### src/hist_pkg.sv
package hist_pkg;

    localparam int num_sensors     = 4;    // sensor channels
    localparam int page_words      = 256;  // 32-bit words in one histogram page
    localparam int buf_pages       = 4;    // pages held by the buffer
    localparam int beats_per_burst = 16;   // beats in one AXI write burst
    localparam int bursts_per_page = 16;   // AXI bursts per page

    localparam logic [15:0] hist_page_base = 16'h0380; // start page table, 16 entries
    localparam logic [15:0] hist_page_mask = 16'h07f0;
    localparam logic [15:0] hist_mode_addr = 16'h0390; // mode register, exact match

    // mode word as written by command
    typedef struct packed {
        logic [23:0] unused;
        logic [3:0]  awcache;        // cache attribute for every address burst
        logic        spare;
        logic        confirm_write;  // hold each page until all responses are back
        logic        nreset;         // 0 keeps the transfer logic cleared
        logic        en;
    } mode_fields_t;

    // start page word, one per sensor and sub-channel
    typedef struct packed {
        logic [11:0] unused;
        logic [19:0] page;           // 4 KB page number in system memory
    } start_page_t;

    // one command data word, read by the address that matched
    typedef union packed {
        mode_fields_t mode;
        start_page_t  start;
    } cmd_word_u;

endpackage

### src/hist_axi_writer.sv
`timescale 1ns/1ps

module hist_axi_writer #(
    parameter int NUM_FRAME_BITS = 4
) (
    input  logic                      mclk,
    input  logic                      mrst,
    input  logic                      en,
    input  logic                      confirm_write,
    input  logic [3:0]                cfg_awcache,
    output logic [3:0]                page_sel,
    input  logic [19:0]               start_page,
    input  logic                      pages_avail,
    output logic                      rd_en,
    output logic [7:0]                rd_addr,
    input  logic [31:0]               rd_data,
    input  logic [3:0]                head_chn,
    input  logic [NUM_FRAME_BITS-1:0] head_frame,
    input  logic [1:0]                head_color,
    output logic                      page_sent,
    output logic                      awvalid,
    input  logic                      awready,
    output logic [31:0]               awaddr,
    output logic [5:0]                awid,
    output logic [3:0]                awcache,
    output logic                      wvalid,
    input  logic                      wready,
    output logic [31:0]               wdata,
    output logic                      wlast,
    input  logic                      bvalid       // bready is always high
);
    logic                      busy;      // one page in progress
    logic                      start_w;
    logic [2:0]                stg;       // head latched, start page read, base formed
    logic [3:0]                chn_r;
    logic [NUM_FRAME_BITS-1:0] frame_r;
    logic [1:0]                color_r;
    logic                      confirm_r;
    logic [19:0]               base_r;
    logic [4:0]                aw_left;   // address bursts still to issue
    logic [4:0]                w_left;    // data bursts still to send
    logic [7:0]                b_out;     // bursts sent without response
    logic [3:0]                beat;
    logic                      rd_run;
    logic                      rd_v;      // rd_data valid this cycle
    logic [31:0]               fifo [0:3];
    logic [1:0]                wp;
    logic [1:0]                rp;
    logic [2:0]                fcnt;
    logic                      aw_hs;
    logic                      w_hs;
    logic                      done_w;

    // the buffer count is stale in the page_sent cycle
    assign start_w = en && !busy && pages_avail && !page_sent;
    assign aw_hs   = awvalid && awready;
    assign w_hs    = wvalid && wready;
    assign awvalid = (aw_left != 5'd0);
    assign wvalid  = (fcnt != 3'd0) && (aw_left < w_left); // data only behind its address
    assign wlast   = &beat;
    assign wdata   = fifo[rp];
    assign rd_en   = rd_run && (fcnt + 3'(rd_v) < 3'd4);   // room for reads in flight
    assign done_w  = busy && (stg == 3'd0) && (w_left == 5'd0) && (!confirm_r || b_out == 8'd0);
    assign page_sel = chn_r;
    assign awid     = {chn_r, color_r};

    always_ff @(posedge mclk) begin
        if (mrst || !en) begin
            busy      <= 1'b0;
            stg       <= 3'd0;
            page_sent <= 1'b0;
            aw_left   <= 5'd0;
            w_left    <= 5'd0;
            b_out     <= 8'd0;
            beat      <= 4'd0;
            rd_run    <= 1'b0;
            rd_v      <= 1'b0;
            wp        <= 2'd0;
            rp        <= 2'd0;
            fcnt      <= 3'd0;
        end else begin
            stg       <= {stg[1:0], start_w};
            page_sent <= done_w;
            rd_v      <= rd_en;
            if (start_w)     busy <= 1'b1;
            else if (done_w) busy <= 1'b0;
            if (stg[2])     aw_left <= 5'(hist_pkg::bursts_per_page);
            else if (aw_hs) aw_left <= aw_left - 5'd1;
            if (stg[2])              w_left <= 5'(hist_pkg::bursts_per_page);
            else if (w_hs && wlast)  w_left <= w_left - 5'd1;
            b_out <= b_out + 8'(w_hs && wlast) - 8'(bvalid);
            if (w_hs) beat <= beat + 4'd1; // wraps every burst
            if (stg[2])                    rd_run <= 1'b1;
            else if (rd_en && &rd_addr)    rd_run <= 1'b0; // last word of the page
            if (rd_v) wp <= wp + 2'd1;
            if (w_hs) rp <= rp + 2'd1;
            fcnt <= fcnt + 3'(rd_v) - 3'(w_hs);
        end
    end

    always_ff @(posedge mclk) begin
        if (start_w) begin
            chn_r     <= head_chn;
            frame_r   <= head_frame;
            color_r   <= head_color;
            confirm_r <= confirm_write; // mode is fixed for the whole page
            awcache   <= cfg_awcache;
        end
        if (stg[1]) base_r <= start_page + 20'(frame_r);
        if (stg[2])     awaddr <= {base_r, color_r, 10'd0}; // 1 KB per color
        else if (aw_hs) awaddr <= awaddr + 32'(hist_pkg::beats_per_burst * 4);
        if (stg[2])     rd_addr <= 8'd0;
        else if (rd_en) rd_addr <= rd_addr + 8'd1;
        if (rd_v) fifo[wp] <= rd_data;
    end

    // address and valid hold under awready back-pressure
    assert property (@(posedge mclk) disable iff (mrst || !en)
        awvalid && !awready |=> awvalid && $stable(awaddr));

endmodule

### config.mk
export PLATFORM = sky130hd
export DESIGN_NAME = hist_axi_writer
export DESIGN_NICKNAME = d
export VERILOG_FILES = /design/src/hist_pkg.sv /design/src/hist_axi_writer.sv
export SDC_FILE = /design/constraint.sdc
export NUM_CORES = 1
export LEC_CHECK = 0
export ABC_AREA = 1
export BUFFER_PORTS_ARGS = -buffer_cell sky130_fd_sc_hd__clkbuf_2
export CAP_MARGIN = 40
export CORE_ASPECT_RATIO = 0.5
export CORE_MARGIN = 4
export CORE_UTILIZATION = 45
export DETAILED_ROUTE_END_ITERATION = 6
export GPL_TIMING_DRIVEN = 1
export HOLD_SLACK_MARGIN = 0.08
export PLACE_DENSITY_LB_ADDON = 0.08
export RECOVER_POWER = 25
export SLEW_MARGIN = 15
export SYNTH_ARGS = -nofsm -noshare
export SYNTH_HDL_FRONTEND = slang
export SYNTH_SLANG_ARGS = --single-unit
### constraint.sdc
create_clock -name mclk -period 6.55 [get_ports mclk]
set_input_delay 0.3275 -clock mclk [delete_from_list [all_inputs] [get_ports mclk]]
set_output_delay 0.3275 -clock mclk [all_outputs]
set_load 0.02 [all_outputs]
After elaboration in Yosys (flattened, before gate mapping)
Memories as Yosys holds them, arrays and structs flattened. A register that Yosys moved wholly into a read port is not among the register bits.
Cells that the tools add are included.
{"block": "word_totals", "inputBits": 74, "elab_cells": 82, "mem_bits_rw": 128, "n_memories": 1, "reg_bits": 111}
{"name": "fifo", "depth": 4, "word_bits": 32, "read_ports": 1, "rd_ports_with_merged_regs": 1, "write_ports": 1, "line_no": "hist_axi_writer.sv:46", "text": "logic [31:0] fifo [0:3];"}
{"block": "classes", "addsub": 12, "mux": 14, "order_cmp": 2, "reduce_logical": 30}
{"operator": "2-to-1 mux 32 bit", "count": 2}
{"operator": "adder 32 x 7 -> 32 bit (second input constant)", "count": 1}
{"operator": "adder 20 x 4 -> 20 bit", "count": 1}
{"operator": "2-to-1 mux 5 bit", "count": 4}
{"operator": "logical AND 1 bit", "count": 12}
{"operator": "subtractor 5 x 1 -> 5 bit (second input constant)", "count": 2}
{"operator": "adder 8 x 1 -> 8 bit", "count": 1}
{"operator": "adder 8 x 1 -> 8 bit (second input constant)", "count": 1}
{"operator": "zero test 8 bit", "count": 1}
{"operator": "AND reduction 8 bit", "count": 1}
{"operator": "nonzero test 2 bit", "count": 4}
{"operator": "subtractor 8 x 1 -> 8 bit", "count": 1}
{"operator": "2-to-1 mux 1 bit", "count": 6}
{"operator": "zero test 5 bit", "count": 1}
{"operator": "< comparator 5 bit", "count": 1}
{"operator": "nonzero test 5 bit", "count": 1}
{"operator": "adder 2 x 1 -> 2 bit (second input constant)", "count": 2}
{"operator": "adder 4 x 1 -> 4 bit (second input constant)", "count": 1}
{"operator": "zero test 1 bit", "count": 4}
{"operator": "2-to-1 mux 2 bit", "count": 2}
{"operator": "AND reduction 4 bit", "count": 1}
{"operator": "adder 3 x 1 -> 3 bit", "count": 1}
{"operator": "zero test 3 bit", "count": 1}
{"operator": "< comparator 3 bit (second input constant)", "count": 1}
{"operator": "4 further kinds", "count": 5}

Depth between registers and ports, before layout
Gate-level depths: netlist of the first run.
{"block": "depth", "depth_word": 6, "ltp_mapped": 19, "mapped_depth_nobuf": 19}

Least setup slack after synthesis of the first run
No wires, ideal clock.
{"block": "synth_timing", "kind": "register to register", "from": "reg w_left[2]", "to": "reg b_out[4]", "arrival_time_ns": 2.451, "setup_slack_ns": 4.029, "stages_incl_launch_ff": 19, "path_cell_list": "dfxtp_1 -> inv_1 -> ha_1 -> nand2_1 -> inv_1 -> nand2_1 -> nand2_1 -> nand2_1 -> nand4_2 -> ha_1 -> inv_1 -> ha_1 -> inv_1 -> fa_1 -> nor2_1 -> o21ai_0 -> nand2_1 -> o21ai_0 -> a21oi_1"}
{"block": "synth_between", "elab_chain_len": 6}
{"item": "from (decl)", "line_no": "hist_axi_writer.sv:41", "text": "logic [4:0] w_left;"}
{"item": "from (signal assigned)", "line_no": "hist_axi_writer.sv:89", "text": "if (stg[2]) w_left <= 5'(hist_pkg::bursts_per_page);"}
{"item": "from (signal assigned)", "line_no": "hist_axi_writer.sv:90", "text": "else if (w_hs && wlast) w_left <= w_left - 5'd1;"}
{"item": "< comparator 5 bit", "line_no": "hist_axi_writer.sv:59", "text": "assign wvalid = (fcnt != 3'd0) && (aw_left < w_left);"}
{"item": "logical AND 1 bit", "line_no": "hist_axi_writer.sv:59"}
{"item": "logical AND 1 bit", "line_no": "hist_axi_writer.sv:57", "text": "assign w_hs = wvalid && wready;"}
{"item": "logical AND 1 bit", "line_no": "hist_axi_writer.sv:91", "text": "b_out <= b_out + 8'(w_hs && wlast) - 8'(bvalid);"}
{"item": "adder 8 x 1 -> 8 bit", "line_no": "hist_axi_writer.sv:91"}
{"item": "subtractor 8 x 1 -> 8 bit", "line_no": "hist_axi_writer.sv:91"}
{"item": "to (signal assigned)", "line_no": "hist_axi_writer.sv:91"}
{"item": "to (decl)", "line_no": "hist_axi_writer.sv:42", "text": "logic [7:0] b_out;"}
No other way between the ends.
A chain may end at the register's enable or synchronous reset.

Worst setup path in the final report of the first run
{"block": "layout_timing", "from": "reg w_left[4]", "to": "reg b_out[4]"}
Same word-level chain as after synthesis.

==> summary.txt, run 1 <==
Logic synthesis
  – Yosys top cell area share: a little over half
  – Synth cell count leaders: edfxtp_1, nand2_1, nor2_1
  – Largest area contributor in the netlist: edfxtp_1
  – Top cells by area, synth: edfxtp_1, dfxtp_1, nand2_1
  – Post-synth ARST share: 0%
  – Yosys warnings: 0
  – Synth cell types: 40
  – Count leader, synth: edfxtp_1
  – Post-Syn Area: about 0.011 sq mm
  – Top FF cell, synth: edfxtp_1
  – Post-synth EDFFs: around 190
  – Register bit count reported by yosys: roughly 240
  – Syn_area_per_cell: ~10 sq um
  – Post-Synthesis Cells: roughly 1,000
  – Sequential cell area fraction in the yosys report: between 60 and 70%

Timing
  – Setup TNS: 0 ns
  – Final setup viols: 0
  – Headroom to the max-slew limit: between 50 and 60%
  – Setup ws final: about 3.8 ns
  – Final worst path period share: roughly 42%
  – Clock Skew: between 0.01 and 0.015 ns
  – WHS: 0.118 ns
  – Slew Limit Fails: 0
  – Max frequency: 360 MHz
  – Final Hold Viols: 0
  – Worst-Margin Slew: 0.746 ns
  – RSZ-0062 raised after global routing: no
  – Post-route minimum period: between 2 and 3 ns

Final layout
  – FF+latch area: roughly 0.0066 sq mm
  – Multi-input logic area: approximately 0.0034 sq mm
  – Layout cells sized above 1: approximately 16%
  – P&R area growth vs syn: 21.8%
  – # nets final: roughly 1,300
  – Layout Utilization: around 56%
  – # fillers: between 2,000 and 2,500

Routing
  – Total wire length: between 20 and 25 mm
  – Vias: roughly 7,700
  – Routed Antenna Nets: 0
  – Drt wl/cell: around 15 microns
  – Drt pass-1 iters: 5
  – Post-route DRC: 0
  – Via density: 4.96
  – Iteration-0 DRC Markers: approximately 400

Setup path
  – Worst EP arrival: roughly 3.2 ns
  – Crit-path max FO: 7
  – CP Launch Type: flop
  – CP Cell Sequence: inv_1 > ha_1 > nand2_1 > nand2_1 > a21oi_1 > nand4_2 > ha_1 > inv_1 > ha_1 > inv_1 > fa_1 > nor2_1 > o21ai_0 > nand2_1 > o21ai_0 > a21oi_1
  – R2R depth: 16
  – Critical path's largest stage delay: about 0.38 ns
  – CP max stage cell: dfxtp_1
  – Critical Path End Type: flop
  – Critical path class: flop to flop
  – Worst Path Required: 6.99 ns

Clock tree
  – Setup Buffers After CTS: 0
  – Clock Latency Late Sink: approximately 0.5 ns
  – CTS Buffer Depth: 3
  – Post-CTS resize count: 0
  – CTS hold repair buffers: 48
  – CTS root buf: clkbuf_16
  – TritonCTS clock tree: yes
  – Htree depth: 1
  – Clock transition at path regs: approximately 0.06 ns
  – Clock sinks: roughly 240
  – Inserted Clock Buffers: 22

Floorplan
  – Row count: 39
  – Core area: between 0.02 and 0.025 sq mm
  – Initial Utilization: around 46%
  – Die Height: about 120 microns
  – DIE AREA: 0.0260 sq mm
  – Num ports: 165
  – Die Wd: roughly 220 microns

Global route
  – Largest net degree at the start of global routing: 65
  – Total gr overflow: 0
  – First-pass GRT wire length: roughly 38 mm
  – Overall routing resource usage: 17.9%
  – Vias in the first global route: 7,502
  – Initial antenna violation count: 1

Placed design
  – Pre-CTS setup slack: about 3.8 ns
  – DP HPWL: 15.7 mm
  – GP Congestion: 0.819
  – Port Buffers: 158

Pwr
  – Leak: ~5.1 nW
  – Power per Cell Area: 248 mW/mm^2
  – Peak supply drop: between 100 and 150 uV
  – Total Power: 3.17 mW

Status
  – Status: finished clean

Worst hold path
  – WHS Path Cells: 5
  – Worst hold path class: primary input to flop

Job
  – Max-cap violations: 0
## cell type report
cell class / instances / share of cell area [%]
Clock inverter: 6 / 0.733
Multi-Input combinational cell: 643 / 26.5
Antenna cell: 1 / 0.0195
Timing Repair Buffer: 219 / 10.5
Tap cell: 307 / 3.00
Sequential cell: 235 / 51.2
Clock buffer: 33 / 5.02
Inverter: 100 / 2.95
## metal layers
layer  GRT usage [%]  wire [microns]  vias up
met3            4.76            1290       31
met1            23.3           10500     3575
met5               0               0        -
li1                -               -     3893
met2            30.4           11200      153
met4            4.14             401        0
## layout by cell type, fill, tap and decap left out, drive strengths merged, types with 5 or more instances in the layout
cell,n
edfxtp,185
a21oi,48
nand4,19
nand3,38
nor2,136
dfxtp,50
buf,13
conb,6
clkinv,5
clkbuf,191
dlygate4sd3,48
ha,34
xnor2,11
nor3,14
nand2,175
o22ai,33
o21ai,106
xor2,16
inv,98
## cell families (layout without fill, tap and decap cells)
logic type      after synthesis  count (layout)  synth area share (%)
compound gates              190             190                  9.58
other cells                   1               7                0.0357
xor+xnor                     27              27                  2.25
buf+inv                     139             358                  5.51
simple gates                384             384                  15.8
fa+ha+maj                    36              36                  4.43
flops                       235             235                  62.4
## path summary, 6_finish.rpt
kind | startpoint | end | slack, ns
min | en | b_out[7]$_SDFF_PP0_ | 0.12
max reg2reg | w_left[4]$_SDFFE_PP0P_ | b_out[4]$_SDFF_PP0_ | 3.77
max | w_left[4]$_SDFFE_PP0P_ | b_out[4]$_SDFF_PP0_ | 3.77
min reg2reg | stg[0]$_SDFF_PP0_ | stg[1]$_SDFF_PP0_ | 0.45
## where the power goes
part           leakage (nW)  internal [mW]  switching (mW)  total [mW]
sequential             2.08           1.63          0.0249        1.66
clock                 0.362          0.761           0.534        1.29
combinational          2.61         0.0892           0.127       0.216
total                  5.06           2.48           0.686        3.17
## critical path: cells and delay by family, from the launching register on
family	cells	cell delay, ns
compound gates	4	0.41
fa+ha+maj	4	1.16
flops	1	0.38
simple gates	5	0.57
buf+inv	3	0.20
## stage by stage
step / instance area (sq um) / std cells
2_1_floorplan: 10500 / 1017
3_3_place_gp: 11600 / 1454
3_5_place_dp: 11600 / 1456
4_1_cts: 12800 / 1543
5_1_grt: 12800 / 1544
6_report: 12800 / 1544
## state kept, by name (all words and copies together), names as in the netlist, 2 cells and up, named ones only
register	count
fcnt	3
rd_addr	8
rp	2
stg	3
beat	4
aw_left	5
fifo	128
frame_r	4
w_left	5
base_r	20
page_sel	4
awcache	4
color_r	2
awaddr	26
wp	2
b_out	8
No activity file was read; power rests on OpenSTA's default activity.
==> run 2: changes to the inputs <==
==> constraint.sdc (replaced) <==
create_clock -name mclk -period 2.9 [get_ports mclk]
set_input_delay 0.145 -clock mclk [delete_from_list [all_inputs] [get_ports mclk]]
set_output_delay 0.145 -clock mclk [all_outputs]
set_load 0.02 [all_outputs]
==> summary.txt, run 2 (synthesis gave the netlist of run 1 again) <==
Clock tree
  – Clock transition at path regs: 0.07 ns (about the same)
  – TritonCTS clock tree: yes
  – Inserted Clock Buffers: 22 (unchanged)
  – CTS root buf: clkbuf_16
  – Setup Buffers After CTS: 0 (unchanged)
  – CTS Buffer Depth: 3 (unchanged)
  – Clock Latency Late Sink: 0.53 ns (+0.02 ns)
  – Clock sinks: 235 (unchanged)
  – Htree depth: 1 (unchanged)

Status
  – Status: finished clean

Timing
  – Slew Limit Fails: 0 (unchanged)
  – Headroom to the max-slew limit: 50.2% (-0.10 points)
  – Final setup viols: 0 (unchanged)
  – Final worst path period share: 90.1% (+48 points)
  – Setup ws final: 0.287 ns (-3.48 ns)
  – Max frequency: 383 MHz (+6.4%)
  – Post-route minimum period: 2.61 ns (-0.166 ns)
  – Clock Skew: 0.0148 ns (+0.00210 ns)
  – Worst-Margin Slew: 0.747 ns (+0.00151 ns)
  – Setup TNS: 0 ns (unchanged)
  – WHS: 0.116 ns (-0.00245 ns)
  – RSZ-0062 raised after global routing: no
  – Final Hold Viols: 0 (unchanged)

Global route
  – Vias in the first global route: 7,704 (+2.7%)
  – Largest net degree at the start of global routing: 65 (unchanged)
  – First-pass GRT wire length: 38.5 mm (+2.3%)
  – GR Layer Usage met3: 4.48% (-0.28 points)
  – Gr busiest metal: met2
  – Met2 Use GR: 32.4% (+2.1 points)
  – Initial antenna violation count: 1 (unchanged)
  – Overall routing resource usage: 18.2% (+0.31 points)
  – Met1 Use GR: 22.7% (-0.62 points)
  – Total gr overflow: 0 (unchanged)

Final layout
  – # nets final: 1,357 (+2.0%)
  – Most common cell after layout, fill and taps aside: edfxtp_1
  – Design area: 0.0131 sq mm (+2.7%)
  – Top flop regs: fifo x128, awaddr x26, base_r x20
  – Most frequent cells in the layout: edfxtp_1, nand2_1, clkbuf_2, nor2_1, o21ai_0
  – P&R area growth vs syn: 25.0%
  – Biggest register: fifo
  – Layout cells sized above 1: 16.9% (+0.68 points)
  – Max FFs per register: 128 (unchanged)

Routing
  – Vias: 7,803 (+2.0%)
  – Drt wl/cell: 15.1 microns (-0.11%)
  – Iteration-0 DRC Markers: 384 (-4.7%)
  – Via density: 4.97 (+0.22%)
  – Total wire length: 23.7 mm (+1.6%)
  – Post-route DRC: 0 (unchanged)
  – Routed Antenna Nets: 0 (unchanged)
  – Drt pass-1 iters: 5 (unchanged)

Setup path
  – Worst Path Required: 3.36 ns (-3.63 ns)
  – End of the worst register-to-register path: b_out[4]$_SDFF_PP0_
  – CP Cell Sequence: inv_1 > ha_1 > nand2_1 > nand2_1 > a21oi_1 > nand4_2 > ha_1 > inv_1 > ha_1 > inv_1 > fa_1 > nor2_2 > o21ai_0 > nand2_1 > o21ai_0 > a21oi_1
  – RR Startpoint: w_left[4]$_SDFFE_PP0P_
  – R2R depth: 16 (unchanged)
  – Critical path's largest stage delay: 0.39 ns (about the same)
  – Crit-path max FO: 3 (-4)
  – Worst EP arrival: 3.08 ns (-0.14 ns)
  – R2R setup slack: 0.29 ns (-3.48 ns)
  – Critical path class: flop to flop
  – CP Launch Point: w_left[4]$_SDFFE_PP0P_
  – CP max stage cell: fa_1
  – Critical Path End: b_out[4]$_SDFF_PP0_
  – CP Launch Type: flop
  – Critical Path End Type: flop

Floorplan
  – Die Height: 116 microns (unchanged)
  – Initial Utilization: 45.9% (unchanged)
  – Core area: 0.0229 sq mm (unchanged)
  – DIE AREA: 0.0260 sq mm (unchanged)
  – Num ports: 165 (unchanged)
  – Row count: 39 (unchanged)
  – Die Wd: 224 microns (unchanged)

Placed design
  – Port Buffers: 158 (unchanged)
  – Placed cell area: 0.0117 sq mm (+0.54%)
  – GP Congestion: 0.848 (+3.6%)
  – Pre-CTS setup slack: 0.228 ns (-3.55 ns)
  – DP HPWL: 15.6 mm (-0.57%)

Pwr
  – Peak supply drop: 348 uV (+140%)
  – Power per Cell Area: 570 mW/mm^2 (+130%)
  – Leak: 5.22 nW (+3.3%)

Worst hold path
  – Worst hold path class: primary input to flop
  – WHS Path Cells: 6 (+1)

Job
  – Max-cap violations: 0 (unchanged)
-- run 2: critical path: cells and delay by family (launching register included) --
kind                     cells  cell delay, ns
AO/OA/AOI/OAI                4            0.40
adder cells (fa/ha/maj)      4            1.11
buffers and inverters        3            0.19
flip-flops                   1            0.37
AND/OR/NAND/NOR              5            0.47
-- run 2: where the power goes --
group / total (mW) / internal (mW) / leakage, nW / switching, mW
logic: 0.510 / 0.219 / 2.74 / 0.291
registers: 3.74 / 3.69 / 2.08 / 0.0516
clock network: 3.25 / 1.96 / 0.401 / 1.29
-- run 2: worst min-delay path by stage --
stage / start / to / slack (ns)
after floorplan: mrst / stg[0]$_SDFF_PP0_ / 0.22
after global placement: head_frame[1] / frame_r[1]$_DFFE_PP_ / 0.32
after detailed placement: head_frame[3] / frame_r[3]$_DFFE_PP_ / 0.32
after CTS: en / beat[2]$_SDFFE_PP0P_ / 0.09
after global routing: en / b_out[5]$_SDFF_PP0_ / 0.11
final: en / beat[2]$_SDFFE_PP0P_ / 0.12
-- run 2: cell type report --
class,instances,area [sq um]
timing repair buffer,245,1600
clock inverter,15,235
fill,1968,9740
clock buffer,25,572
tap,307,384
sequential,235,6560
inverter,100,378
multi-input combinational,643,3410
antenna,1,2.50
-- run 2: per-stage QoR --
stage	instances	total power, mW	utilization [%]
floorplan	1017	4.09	-
global placement	1463	4.25	51.0
detailed placement	1463	4.26	51.0
CTS	1570	7.57	57.5
global route	1571	7.78	57.4
finish	1571	7.50	57.4
-- run 2: what timing repair did --
| item | in CTS | in global routing |
|---|---|---|
| endpoints found under the setup margin | 0 | 2 |
| resized for setup | 0 | 4 |
| endpoints found under the hold margin | 171 | 0 |
| hold buffers | 67 | 0 |
-- run 2: layer usage --
metal	wire length, microns	vias up
met1	10500	3655
li1	-	3947
met3	1290	40
met2	11500	161
met4	500	0
met5	0	-
